**src/rtl/exe_op_pkg.sv**
```systemverilog
package exe_op_pkg;

    // alu operation select
    localparam int ALU_OP_W = 4;

    localparam logic [ALU_OP_W-1:0] ALU_ADD  = 4'd0;
    localparam logic [ALU_OP_W-1:0] ALU_SUB  = 4'd1;
    localparam logic [ALU_OP_W-1:0] ALU_SLT  = 4'd2;
    localparam logic [ALU_OP_W-1:0] ALU_SLTU = 4'd3;
    localparam logic [ALU_OP_W-1:0] ALU_AND  = 4'd4;
    localparam logic [ALU_OP_W-1:0] ALU_OR   = 4'd5;
    localparam logic [ALU_OP_W-1:0] ALU_XOR  = 4'd6;
    localparam logic [ALU_OP_W-1:0] ALU_SLL  = 4'd7;
    localparam logic [ALU_OP_W-1:0] ALU_SRL  = 4'd8;
    localparam logic [ALU_OP_W-1:0] ALU_SRA  = 4'd9;
    localparam logic [ALU_OP_W-1:0] ALU_MUL  = 4'd10;

    // conditional branch compares
    localparam int BR_W = 3;

    localparam logic [BR_W-1:0] BR_NONE = 3'd0;
    localparam logic [BR_W-1:0] BR_EQ   = 3'd1;
    localparam logic [BR_W-1:0] BR_NE   = 3'd2;
    localparam logic [BR_W-1:0] BR_LT   = 3'd3;
    localparam logic [BR_W-1:0] BR_GE   = 3'd4;
    localparam logic [BR_W-1:0] BR_LTU  = 3'd5;
    localparam logic [BR_W-1:0] BR_GEU  = 3'd6;

    // access size of a load or store
    localparam logic [1:0] MEM_NONE = 2'd0;
    localparam logic [1:0] MEM_B    = 2'd1;
    localparam logic [1:0] MEM_H    = 2'd2;
    localparam logic [1:0] MEM_W    = 2'd3;

endpackage

```
**src/rtl/exe_mem_pkg.sv**
```systemverilog
package exe_mem_pkg;

    // data sram size field
    localparam logic [1:0] SIZE_B = 2'd0;
    localparam logic [1:0] SIZE_H = 2'd1;
    localparam logic [1:0] SIZE_W = 2'd2;

    // exception codes
    localparam int ECODE_W = 8;

    localparam logic [ECODE_W-1:0] ECODE_NONE = 8'h00;
    localparam logic [ECODE_W-1:0] ECODE_ALE  = 8'h09;

endpackage

```
**src/rtl/exe_mem_if.sv**
```systemverilog
`timescale 1ns/100ps

interface exe_mem_if;

    // from the stage core
    logic        act;
    logic        is_store;
    logic [1:0]  size;
    logic [31:0] addr;
    logic [31:0] wdata;

    // back from the request unit
    logic        ale;
    logic        done;
    logic        busy;

    modport core (
        output act, is_store, size, addr, wdata,
        input  ale, done, busy
    );

    modport lsu (
        input  act, is_store, size, addr, wdata,
        output ale, done, busy
    );

endinterface

```
**src/rtl/exe_alu.sv**
```systemverilog
`timescale 1ns/100ps

module exe_alu #(
    parameter int MUL_CYCLES = 3
) (
    input  logic                            clk,
    input  logic                            rstn,
    input  logic [exe_op_pkg::ALU_OP_W-1:0] op,
    input  logic [31:0]                     src1,
    input  logic [31:0]                     src2,
    output logic [31:0]                     result,
    output logic                            stall
);

    localparam int CNT_W = $clog2(MUL_CYCLES);

    logic             mul_op;
    logic [CNT_W-1:0] cnt;
    logic [31:0]      sum;
    logic [31:0]      diff;
    logic [31:0]      mul_lo;

    assign mul_op = (op == exe_op_pkg::ALU_MUL);
    assign sum    = src1 + src2;
    assign diff   = src1 - src2;
    // low word only, same for signed and unsigned
    assign mul_lo = src1 * src2;

    // reloads whenever another op sits in the stage
    always_ff @(posedge clk) begin
        if (!rstn) begin
            cnt <= CNT_W'(MUL_CYCLES - 1);
        end
        else if (!mul_op) begin
            cnt <= CNT_W'(MUL_CYCLES - 1);
        end
        else if (cnt != '0) begin
            cnt <= cnt - 1'b1;
        end
    end

    assign stall = mul_op && (cnt != '0);

    always_comb begin
        case (op)
            exe_op_pkg::ALU_SUB:  result = diff;
            exe_op_pkg::ALU_SLT:  result = {31'd0, $signed(src1) < $signed(src2)};
            exe_op_pkg::ALU_SLTU: result = {31'd0, src1 < src2};
            exe_op_pkg::ALU_AND:  result = src1 & src2;
            exe_op_pkg::ALU_OR:   result = src1 | src2;
            exe_op_pkg::ALU_XOR:  result = src1 ^ src2;
            exe_op_pkg::ALU_SLL:  result = src1 << src2[4:0];
            exe_op_pkg::ALU_SRL:  result = src1 >> src2[4:0];
            exe_op_pkg::ALU_SRA:  result = $signed(src1) >>> src2[4:0];
            exe_op_pkg::ALU_MUL:  result = mul_lo;
            default:              result = sum;
        endcase
    end

endmodule

```
**src/rtl/exe_branch.sv**
```systemverilog
`timescale 1ns/100ps

module exe_branch (
    input  logic                        valid,
    input  logic [exe_op_pkg::BR_W-1:0] cond,
    input  logic [31:0]                 src1,
    input  logic [31:0]                 src2,
    input  logic [31:0]                 pc,
    input  logic [31:0]                 target,
    input  logic [31:0]                 pred_target,
    input  logic                        pred_taken,
    output logic                        mispredict,
    output logic [31:0]                 redirect_pc
);

    logic eq;
    logic lt;
    logic ltu;
    logic taken;

    assign eq  = (src1 == src2);
    assign lt  = $signed(src1) < $signed(src2);
    assign ltu = src1 < src2;

    always_comb begin
        case (cond)
            exe_op_pkg::BR_EQ:  taken = eq;
            exe_op_pkg::BR_NE:  taken = !eq;
            exe_op_pkg::BR_LT:  taken = lt;
            exe_op_pkg::BR_GE:  taken = !lt;
            exe_op_pkg::BR_LTU: taken = ltu;
            exe_op_pkg::BR_GEU: taken = !ltu;
            default:            taken = 1'b0;
        endcase
    end

    // wrong direction, or right direction to the wrong place
    assign mispredict  = valid && ((taken != pred_taken) || (taken && target != pred_target));
    assign redirect_pc = taken ? target : pc + 32'd4;

endmodule

```
**src/rtl/exe_lsu_req.sv**
```systemverilog
`timescale 1ns/100ps

module exe_lsu_req (
    input  logic        clk,
    input  logic        rstn,
    exe_mem_if.lsu      mem,
    output logic        data_sram_req,
    output logic        data_sram_wr,
    output logic [1:0]  data_sram_size,
    output logic [3:0]  data_sram_wstrb,
    output logic [31:0] data_sram_addr,
    output logic [31:0] data_sram_wdata,
    input  logic        data_sram_addr_ok,
    input  logic        data_sram_data_ok
);

    logic       misaligned;
    logic       new_req;
    logic       req_hold;
    logic       accepted;
    logic       outstanding;
    logic [3:0] strobe;

    assign misaligned = (mem.size == exe_op_pkg::MEM_H && mem.addr[0]) ||
                        (mem.size == exe_op_pkg::MEM_W && mem.addr[1:0] != 2'b00);
    assign mem.ale    = mem.act && misaligned;

    assign new_req       = mem.act && !misaligned && !accepted;
    // once raised, req stays up until the address is taken
    assign data_sram_req = new_req || req_hold;

    always_ff @(posedge clk) begin
        if (!rstn) begin
            req_hold    <= 1'b0;
            accepted    <= 1'b0;
            outstanding <= 1'b0;
        end
        else begin
            req_hold <= data_sram_req && !data_sram_addr_ok;
            if (!mem.act) begin
                accepted <= 1'b0;
            end
            else if (data_sram_req && data_sram_addr_ok) begin
                accepted <= 1'b1;
            end
            if (data_sram_data_ok) begin
                outstanding <= 1'b0;
            end
            else if (data_sram_req && data_sram_addr_ok) begin
                outstanding <= 1'b1;
            end
        end
    end

    assign mem.done = accepted || (data_sram_req && data_sram_addr_ok);
    assign mem.busy = (outstanding || data_sram_req) && !data_sram_data_ok;

    // lane formatting
    always_comb begin
        case (mem.size)
            exe_op_pkg::MEM_B: begin
                strobe          = 4'b0001 << mem.addr[1:0];
                data_sram_size  = exe_mem_pkg::SIZE_B;
                data_sram_wdata = {4{mem.wdata[7:0]}};
            end
            exe_op_pkg::MEM_H: begin
                strobe          = mem.addr[1] ? 4'b1100 : 4'b0011;
                data_sram_size  = exe_mem_pkg::SIZE_H;
                data_sram_wdata = {2{mem.wdata[15:0]}};
            end
            default: begin
                strobe          = 4'b1111;
                data_sram_size  = exe_mem_pkg::SIZE_W;
                data_sram_wdata = mem.wdata;
            end
        endcase
    end

    assign data_sram_wstrb = mem.is_store ? strobe : 4'b0000;
    assign data_sram_wr    = mem.is_store;
    assign data_sram_addr  = mem.addr;

endmodule

```
**src/rtl/exe_top.sv**
```systemverilog
`timescale 1ns/100ps

module exe_top #(
    parameter int MUL_CYCLES = 3
) (
    input  logic                               clk,
    input  logic                               rstn,
    input  logic                               in_valid,
    output logic                               in_ready,
    input  logic [31:0]                        in_pc,
    input  logic [exe_op_pkg::ALU_OP_W-1:0]    in_alu_op,
    input  logic [31:0]                        in_src1,
    input  logic [31:0]                        in_src2,
    input  logic [31:0]                        in_store_data,
    input  logic [1:0]                         in_mem_size,
    input  logic                               in_is_store,
    input  logic [4:0]                         in_dest,
    input  logic                               in_gr_we,
    input  logic [exe_op_pkg::BR_W-1:0]        in_br_cond,
    input  logic [31:0]                        in_br_target,
    input  logic                               in_pred_taken,
    input  logic [31:0]                        in_pred_target,
    input  logic                               in_ex,
    input  logic [exe_mem_pkg::ECODE_W-1:0]    in_ecode,
    output logic                               out_valid,
    input  logic                               out_ready,
    output logic [31:0]                        out_pc,
    output logic [31:0]                        out_result,
    output logic [4:0]                         out_dest,
    output logic                               out_gr_we,
    output logic                               out_is_load,
    output logic [1:0]                         out_mem_size,
    output logic                               out_ex,
    output logic [exe_mem_pkg::ECODE_W-1:0]    out_ecode,
    input  logic                               flush,
    output logic                               redirect_valid,
    output logic [31:0]                        redirect_pc,
    output logic                               data_sram_req,
    output logic                               data_sram_wr,
    output logic [1:0]                         data_sram_size,
    output logic [3:0]                         data_sram_wstrb,
    output logic [31:0]                        data_sram_addr,
    output logic [31:0]                        data_sram_wdata,
    input  logic                               data_sram_addr_ok,
    input  logic                               data_sram_data_ok
);

    logic                            valid;
    logic                            ex_flag;
    logic [31:0]                     pc_q;
    logic [exe_op_pkg::ALU_OP_W-1:0] alu_op_q;
    logic [31:0]                     src1_q;
    logic [31:0]                     src2_q;
    logic [31:0]                     store_data_q;
    logic [1:0]                      mem_size_q;
    logic                            is_store_q;
    logic [4:0]                      dest_q;
    logic                            gr_we_q;
    logic [exe_op_pkg::BR_W-1:0]     br_cond_q;
    logic [31:0]                     br_target_q;
    logic                            pred_taken_q;
    logic [31:0]                     pred_target_q;
    logic                            in_ex_q;
    logic [exe_mem_pkg::ECODE_W-1:0] ecode_q;

    logic [exe_op_pkg::ALU_OP_W-1:0] alu_op;
    logic [31:0]                     alu_result;
    logic                            alu_stall;
    logic                            ready_go;
    logic                            slot_hold;
    logic                            ex_now;
    logic                            mispredict;

    exe_mem_if mem_bus ();

    always_ff @(posedge clk) begin
        if (in_valid && in_ready) begin
            pc_q          <= in_pc;
            alu_op_q      <= in_alu_op;
            src1_q        <= in_src1;
            src2_q        <= in_src2;
            store_data_q  <= in_store_data;
            mem_size_q    <= in_mem_size;
            is_store_q    <= in_is_store;
            dest_q        <= in_dest;
            gr_we_q       <= in_gr_we;
            br_cond_q     <= in_br_cond;
            br_target_q   <= in_br_target;
            pred_taken_q  <= in_pred_taken;
            pred_target_q <= in_pred_target;
            in_ex_q       <= in_ex;
            ecode_q       <= in_ecode;
        end
    end

    // younger work enters as a bubble after an exception or a redirect
    always_ff @(posedge clk) begin
        if (!rstn) begin
            valid <= 1'b0;
        end
        else if (flush) begin
            valid <= 1'b0;
        end
        else if (in_ready) begin
            valid <= in_valid && !ex_flag && !ex_now && !mispredict;
        end
        else if (out_valid && out_ready) begin
            valid <= 1'b0;
        end
    end

    always_ff @(posedge clk) begin
        if (!rstn) begin
            ex_flag <= 1'b0;
        end
        else if (flush) begin
            ex_flag <= 1'b0;
        end
        else if (ex_now) begin
            ex_flag <= 1'b1;
        end
    end

    assign alu_op = valid ? alu_op_q : exe_op_pkg::ALU_ADD;

    exe_alu #(
        .MUL_CYCLES (MUL_CYCLES)
    ) u_alu (
        .clk    (clk),
        .rstn   (rstn),
        .op     (alu_op),
        .src1   (src1_q),
        .src2   (src2_q),
        .result (alu_result),
        .stall  (alu_stall)
    );

    exe_branch u_branch (
        .valid       (valid),
        .cond        (br_cond_q),
        .src1        (src1_q),
        .src2        (src2_q),
        .pc          (pc_q),
        .target      (br_target_q),
        .pred_target (pred_target_q),
        .pred_taken  (pred_taken_q),
        .mispredict  (mispredict),
        .redirect_pc (redirect_pc)
    );

    assign mem_bus.act      = valid && !in_ex_q && (mem_size_q != exe_op_pkg::MEM_NONE);
    assign mem_bus.is_store = is_store_q;
    assign mem_bus.size     = mem_size_q;
    assign mem_bus.addr     = alu_result;
    assign mem_bus.wdata    = store_data_q;

    exe_lsu_req u_lsu (
        .clk               (clk),
        .rstn              (rstn),
        .mem               (mem_bus),
        .data_sram_req     (data_sram_req),
        .data_sram_wr      (data_sram_wr),
        .data_sram_size    (data_sram_size),
        .data_sram_wstrb   (data_sram_wstrb),
        .data_sram_addr    (data_sram_addr),
        .data_sram_wdata   (data_sram_wdata),
        .data_sram_addr_ok (data_sram_addr_ok),
        .data_sram_data_ok (data_sram_data_ok)
    );

    assign ready_go = !alu_stall && (!mem_bus.act || mem_bus.ale || mem_bus.done);
    // multiply and memory ops leave one empty cycle behind them
    assign slot_hold = (alu_op_q == exe_op_pkg::ALU_MUL) || mem_bus.act;
    assign in_ready  = !mem_bus.busy && (!valid || (ready_go && out_ready && !slot_hold));
    assign out_valid = valid && ready_go;

    assign ex_now    = valid && (in_ex_q || mem_bus.ale);
    assign out_ex    = ex_now;
    assign out_ecode = !ex_now ? exe_mem_pkg::ECODE_NONE :
                       in_ex_q ? ecode_q : exe_mem_pkg::ECODE_ALE;

    assign out_pc       = pc_q;
    assign out_result   = alu_result;
    assign out_dest     = dest_q;
    assign out_gr_we    = gr_we_q;
    assign out_is_load  = (mem_size_q != exe_op_pkg::MEM_NONE) && !is_store_q;
    assign out_mem_size = mem_size_q;

    assign redirect_valid = mispredict;

endmodule

```
**config.mk**
```make
export PLATFORM = sky130hd
export DESIGN_NAME = exe_top
export DESIGN_NICKNAME = d
export VERILOG_FILES = /design/src/rtl/exe_op_pkg.sv /design/src/rtl/exe_mem_pkg.sv /design/src/rtl/exe_mem_if.sv /design/src/rtl/exe_alu.sv /design/src/rtl/exe_branch.sv /design/src/rtl/exe_lsu_req.sv /design/src/rtl/exe_top.sv
export SDC_FILE = /design/constraint.sdc
export NUM_CORES = 2
export LEC_CHECK = 0
export ABC_AREA = 1
export BUFFER_PORTS_ARGS = -buffer_cell sky130_fd_sc_hd__buf_2
export CAP_MARGIN = 40
export CORE_UTILIZATION = 40
export CTS_CLUSTER_SIZE = 16
export DETAILED_ROUTE_END_ITERATION = 6
export PLACE_DENSITY = 0.71
export SLEW_MARGIN = 30
export SYNTH_ARGS = -nofsm -noshare
export SYNTH_HDL_FRONTEND = slang
export SYNTH_SLANG_ARGS = --single-unit
```
**constraint.sdc**
```tcl
create_clock -name clk -period 14.1 [get_ports clk]
set_input_delay 2.115 -clock clk [delete_from_list [all_inputs] [get_ports clk]]
set_output_delay 2.115 -clock clk [all_outputs]
set_load 0.03 [all_outputs]
```
* Word level (Yosys, flattened, before mapping)
Index checks and enable logic that the tools add are counted.
** Word-level totals
- Register bits :: 225
- Input port bits :: 225
- Output and inout port bits :: 189
- Word-level logic and storage cells :: 132
** Operators by class
- Add/sub/neg operators :: 4
- $mul :: 1
- Magnitude comparators :: 2
- Equal/unequal tests :: 23
- Shift operators :: 4
- Multiplexer cells :: 13
- Bitwise gates (word level) :: 4
- Reduce and logical (&&, ||, !) cells :: 60
** Operator list (number)
- $pmux W32 S10 :: 1
- $lt A32 B32 Y1 :: 2
- $pmux W32 S2 :: 1
- $add A32 B3 Y32 const B :: 1
- $add A32 B32 Y32 :: 1
- $and A32 B32 Y32 :: 1
- $eq A32 B32 Y1 :: 1
- $mul A32 B32 Y32 :: 1
- $mux W32 :: 1
- $ne A32 B32 Y1 :: 1
- $or A32 B32 Y32 :: 1
- $shl A32 B5 Y32 :: 1
- $shr A32 B5 Y32 :: 1
- $sshr A32 B5 Y32 :: 1
- $sub A32 B32 Y32 :: 1
- $xor A32 B32 Y32 :: 1
- $logic_and A1 B1 Y1 :: 25
- $logic_not A1 Y1 :: 17
- $eq A4 B3 Y1 const B :: 4
- $eq A4 B4 Y1 const B :: 4
- $mux W8 :: 2
- $mux W4 :: 3
- $logic_or A1 B1 Y1 :: 10
- $eq A3 B3 Y1 const B :: 3
- other kinds (17) :: 26

* Longest topological paths before layout
- Depth after elaboration :: 19
- Mapped depth :: 37
- Gate-level depth less buffers :: 31

* Hierarchy
Synthesis repeated with hierarchy kept, for this count alone.
** Unflattened totals
- Cells, all modules :: 4918
- Area, all modules :: 36462.5 µm²
** By module, submodules not included
- exe_alu :: instances 1, cells each 4027, area an instance 26002.4 µm², sequential area each 40.0 µm²
- exe_top :: instances 1, cells each 287, area an instance 6915.4 µm², sequential area each 6586.3 µm²
- exe_branch :: instances 1, cells each 444, area an instance 2573.7 µm², sequential area each 0.0 µm²
- exe_lsu_req :: instances 1, cells each 160, area an instance 970.9 µm², sequential area each 60.1 µm²

* Worst setup path before layout
No wires, ideal clock.
- Kind :: reg-to-reg
- Start point :: register src2_q[2]
- End point :: register alu_op_q[0] (netlist name) (enable)
- Setup time :: 0.800 ns
- Arrival time :: 12.394 ns
- Required time :: 13.300 ns
- Slack :: 0.906 ns
- Stages on the path, launching flop included :: 27
- Path buffers :: 5
- Period minus slack after synthesis :: 13.194 ns
- Path through :: edfxtp_1 -> inv_1 -> buf_2 -> buf_2 -> buf_2 -> buf_1 -> ha_1 -> buf_2 -> nor2_2 -> nand2_1 -> nand2_1 -> nand2_2 -> nand2_2 -> nand2_1 -> nand2_2 -> nand2_2 -> nand3_1 -> nand3_2 -> nand3_4 -> inv_2 -> nand2_4 -> nand2_2 -> nand3_1 -> nand3_1 -> nand2_1 -> nand3_1 -> nor2_1
** On the way
- Word-level cells in the longest chain between the ends :: 18
- Elaborated cells on any way between the ends :: 28
- Those cells by class :: order compare: 2; shift: 3; mux: 1; reduce/logical: 22
** Ends and longest elaborated chain
- from (decl) :: RTL line exe_top.sv:53 : logic [31:0] src2_q;
- from (signal assigned) :: RTL line exe_top.sv:81 : src2_q <= in_src2;
- $lt A32 B32 Y1 (tied with other cells) :: RTL line exe_alu.sv:48 : exe_op_pkg::ALU_SLTU: result = {31'd0, src1 < src2};
- $pmux W32 S10 * :: RTL line exe_alu.sv:45 : case (op)
- named net data_sram_addr[0] :: RTL line exe_top.sv:42 : output logic [31:0] data_sram_addr,
- $reduce_bool A2 Y1 :: RTL line exe_lsu_req.sv:25 : (mem.size == exe_op_pkg::MEM_W && mem.addr[1:0] != 2'b00);
- $logic_and A1 B1 Y1 :: RTL line exe_lsu_req.sv:25
- $logic_or A1 B1 Y1 * :: RTL line exe_lsu_req.sv:24 : assign misaligned = (mem.size == exe_op_pkg::MEM_H && mem.addr[0]) ||
- $logic_not A1 Y1 :: RTL line exe_lsu_req.sv:28 : assign new_req = mem.act && !misaligned && !accepted;
- $logic_and A1 B1 Y1 (2 in series) :: RTL line exe_lsu_req.sv:28
- $logic_or A1 B1 Y1 :: RTL line exe_lsu_req.sv:30 : assign data_sram_req = new_req || req_hold;
- $logic_and A1 B1 Y1 :: RTL line exe_lsu_req.sv:55 : assign mem.done = accepted || (data_sram_req && data_sram_addr_ok);
- $logic_or A1 B1 Y1 :: RTL line exe_lsu_req.sv:55
- $logic_or A1 B1 Y1 :: RTL line exe_top.sv:171 : assign ready_go = !alu_stall && (!mem_bus.act || mem_bus.ale || mem_bus.done);
- $logic_and A1 B1 Y1 :: RTL line exe_top.sv:171
- $logic_and A1 B1 Y1 (2 in series) :: RTL line exe_top.sv:174 : assign in_ready = !mem_bus.busy && (!valid || (ready_go && out_ready && !slot_hold));
- $logic_or A1 B1 Y1 :: RTL line exe_top.sv:174
- $logic_and A1 B1 Y1 * :: RTL line exe_top.sv:174
- $logic_and A1 B1 Y1 * :: RTL line exe_top.sv:77 : if (in_valid && in_ready) begin
- to (signal assigned) :: RTL line exe_top.sv:79 : alu_op_q <= in_alu_op;
- to (decl) :: RTL line exe_top.sv:51 : logic [exe_op_pkg::ALU_OP_W-1:0] alu_op_q;
Mark *: on every way through the listed nets, which the timed path passes. The rest lies on a longest branch.
A chain may end at the register's enable or synchronous reset.

* Worst setup path in the final report
- Start point :: register src2_q[12]
- End point :: output port data_sram_addr[27]
** On the way
- Word-level cells in the longest chain between the ends :: 2
- Elaborated cells on any way between the ends :: 4
- Those cells by class :: add/sub: 2; mul: 1; mux: 1
** Ends and longest elaborated chain
- $mul A32 B32 Y32 (tied with other cells) :: RTL line exe_alu.sv:27 : assign mul_lo = src1 * src2;
- $pmux W32 S10 * :: RTL line exe_alu.sv:45
- to (decl) :: RTL line exe_top.sv:42
Mark *: on every way between the ends. The rest lies on a longest branch, timed or not.

==> insert_results.sql <==
INSERT INTO impl_metrics (metric_group, metric, value, unit) VALUES
('grt', 'vias_in_the_first_global_route', '32600', ''),
('routing', 'drt_pass1_iterations', '6', ''),
('clock_network', 'cts_resized', '0', ''),
('cells_and_area', 'num-nets-final', '5610', ''),
('synth', 'yosys-top-cells-area', 'sky130_fd_sc_hd__fa_1 (24%), sky130_fd_sc_hd__edfxtp_1 (19%), sky130_fd_sc_hd__nand2_1 (12%), sky130_fd_sc_hd__inv_1 (11%), sky130_fd_sc_hd__ha_1 (8.2%)', ''),
('clock_network', 'clkSinkCount', '225', ''),
('critical_path', 'max_incr_delay_on_cp', '0.74', 'ns'),
('sta', 'finalCritPeriodShare', '0.756', ''),
('clock_network', 'cts_max_path_buffers', '3', ''),
('sta', 'rsz_0062_raised_after_global_routing', 'false', ''),
('synth', 'synthDistinctLibCells', '77', ''),
('grt', 'grtUsageTotal', '0.304', ''),
('place', 'place.port_buffers', '413', ''),
('critical_path', 'crit_type', 'flop to primary output', ''),
('floorplan', 'die_area', '87200', 'um^2'),
('grt', 'grt_start_max_net_pins', '156', ''),
('outcome', 'outcome', 'finished clean', ''),
('floorplan', 'dieWidth', '295', 'um'),
('synth', 'synth-seq-cells', '225', ''),
('synth', 'post_synth_inst_count', '4487', ''),
('sta', 'setup-tns-final', '0', 'ns'),
('synth', 'synth_nets', '5349', ''),
('synth', 'post_synth.cell_area_avg', '7.67', 'um^2'),
('routing', 'drt.antenna.violating_nets', '0', ''),
('floorplan', 'fp.dieH', '295', 'um'),
('sta', 'post-route-min-period', '10.67', 'ns'),
('clock_network', 'cts_tree', 'yes', ''),
('job', 'drv.max_cap_violation_count', '0', ''),
('synth', 'ys.warnings.count', '0', ''),
('routing', 'drt-vias-per-instance', '5.36', ''),
('sta', 'relSlewSlack', '0.336', ''),
('synth', 'post-synth-top-area-fraction', '0.238', ''),
('sta', 'setup-violations-final', '0', ''),
('synth', 'synth-seq-area-share', '0.194', ''),
('synth', 'netlist.top_cell.by_area', 'sky130_fd_sc_hd__fa_1', ''),
('grt', 'grt-busiest-layer', 'met2', ''),
('critical_path', 'worstSetupEndpointType', 'primary output', ''),
('cells_and_area', 'insertedDiodeCount', '0', ''),
('cells_and_area', 'flow.area_growth_from_synthesis', '11.1', '%'),
('critical_path', 'startpoint_type', 'flop', ''),
('clock_network', 'h-tree-depth', '1', ''),
('synth', 'synth_commonest_cells', 'sky130_fd_sc_hd__nand2_1 (1111), sky130_fd_sc_hd__inv_1 (987), sky130_fd_sc_hd__fa_1 (410)', ''),
('routing', 'vias', '31700', ''),
('place', 'place_congestion', '1.02', ''),
('floorplan', 'placeableCoreArea', '85100', 'um^2'),
('sta', 'final_max_slew_viol_count', '0', ''),
('routing', 'drt_wl_total', '132', 'mm'),
('grt', 'grt.overflow.total', '0', ''),
('synth', 'netlist_area', '34400', 'um^2'),
('sta', 'worst_clock_skew', '0.0360', 'ns'),
('clock_network', 'root_buffer', 'sky130_fd_sc_hd__clkbuf_16', ''),
('grt', 'use_met1', '0.356', ''),
('synth', 'synth-edff-count', '218', ''),
('floorplan', 'io-pin-count', '414', ''),
('grt', 'grtUsageMet2', '0.524', ''),
('routing', 'drc', '0', ''),
('critical_path', 'timing.critical_path.max_delay_family', 'adder cells', ''),
('synth', 'synth.most_common_cell', 'sky130_fd_sc_hd__nand2_1', ''),
('clock_network', 'path_clk_slew', '0.07', 'ns'),
('clock_network', 'cts_inserted_buffers', '28', ''),
('floorplan', 'start_util', '0.404', ''),
('routing', 'detailedRoute.firstIterationViolations', '2806', ''),
('clock_network', 'ctsHoldBuffers', '0', ''),
('critical_path', 'critPathMostFrequentCell', 'sky130_fd_sc_hd__fa_1', ''),
('synth', 'synth-main-ff-cell', 'sky130_fd_sc_hd__edfxtp_1', ''),
('grt', 'grt_antenna_before_repair', '2', ''),
('routing', 'route.detailed.wl_per_inst', '22.3', 'um'),
('critical_path', 'worst_path_cell_chain', 'buf_16, ha_1, fa_1, inv_1, fa_1, fa_1, fa_1, fa_1, inv_1, fa_1, fa_1, fa_1, ha_1, nand2_1, nor4_1, nand2_1, o211ai_1, nand3_1, nand2_1, a21oi_1, a21oi_1, nand3_1, buf_2', ''),
('synth', 'asyncSetResetFlopFracSynth', '0', ''),
('critical_path', 'critical_path_peak_fanout', '13', ''),
('sta', 'worst_pin_slew', '0.996', 'ns');
==> placed cells by master, fill, tap and decap left out, drive strengths merged, types with 8 or more instances in the layout <==
cell type / instances
o2111ai: 14
clkinv: 16
or2: 25
nand4: 34
buf: 480
nor4: 13
nand2: 1144
inv: 1010
o22ai: 24
clkbuf: 29
o21ai: 224
a211oi: 13
a21o: 8
xor2: 73
o221ai: 16
nand3: 203
a221oi: 8
xnor2: 51
a31oi: 22
a21oi: 196
nor2: 187
ha: 227
o211ai: 21
nor3: 31
edfxtp: 218
fa: 410
o21a: 9
==> worst min-delay path, delay by kind of cell (launching register included) <==
| family | cells | cell delay, ns |
|---|---|---|
| AND/OR/NAND/NOR | 1 | 0.06 |
| flip-flops | 1 | 0.33 |
| AO/OA/AOI/OAI | 1 | 0.07 |
==> flip-flops by register name (all words and copies together) (netlist names) <==
name / cells
ex_flag: 1
out_pc: 32
is_store_q: 1
src2_q: 32
u_alu.cnt: 2
out_mem_size: 2
out_gr_we: 1
out_dest: 5
pred_taken_q: 1
valid: 1
mem_bus.wdata: 32
br_target_q: 32
alu_op_q: 4
src1_q: 32
pred_target_q: 32
u_lsu.accepted: 1
in_ex_q: 1
ecode_q: 8
u_lsu.outstanding: 1
u_lsu.req_hold: 1
br_cond_q: 3
==> worst paths after layout <==
path | start | end | slack [ns] | cells past startpoint
hold / removal | u_alu.cnt[1] | u_alu.cnt[1] | 0.49 | 2
setup reg to reg | src2_q[2] | src1_q[9] | 8.07 | 24
hold reg to reg | u_alu.cnt[1] | u_alu.cnt[1] | 0.49 | 2
setup / recovery | src2_q[12] | data_sram_addr[27] | 3.43 | 23
==> per-stage QoR <==
stage | std cells | cell area (um^2) | setup slack (ns) | hold WS (ns)
2_1_floorplan | 4487 | 34400 | 0.906 | 0.447
3_3_place_gp | 5848 | 37100 | 3.77 | 0.462
3_5_place_dp | 5861 | 37300 | 4.15 | 0.476
4_1_cts | 5912 | 38300 | 3.47 | 0.493
5_1_grt | 5913 | 38300 | 3.12 | 0.536
6_report | 5913 | 38300 | 3.43 | 0.492
==> metal layers <==
metal / part of all wire / wire length (um) / vias up
li1: - / - / 14400
met1: 0.37 / 48400 / 15300
met5: 0.00011 / 14 / -
met2: 0.48 / 63800 / 1681
met4: 0.066 / 8650 / 2
met3: 0.085 / 11300 / 346
==> final cells by class <==
class | count | area (um^2)
Timing Repair Buffer | 480 | 2690
Clock inverter | 22 | 277
Inverter | 1009 | 3790
Fill cell | 8662 | 46900
Tap cell | 1144 | 1430
Sequential cell | 225 | 6690
Clock buffer | 29 | 704
Multi-Input combinational cell | 3004 | 22700
==> cell families (layout without fill, tap and decap cells) <==
group,count (synthesis),in the layout,synth area share
adders and majority gates,637,637,0.321
AOI/OAI and AO/OA,591,591,0.100
buffers and inverters,1258,1540,0.147
and+or+nand+nor,1646,1646,0.204
muxes,6,6,0.00174
DFF,225,225,0.194
xor gates and xnor gates,124,124,0.0318
Power is not shown: default switching activity piles up to over one toggle a cycle in this logic, so the estimate is an artifact.
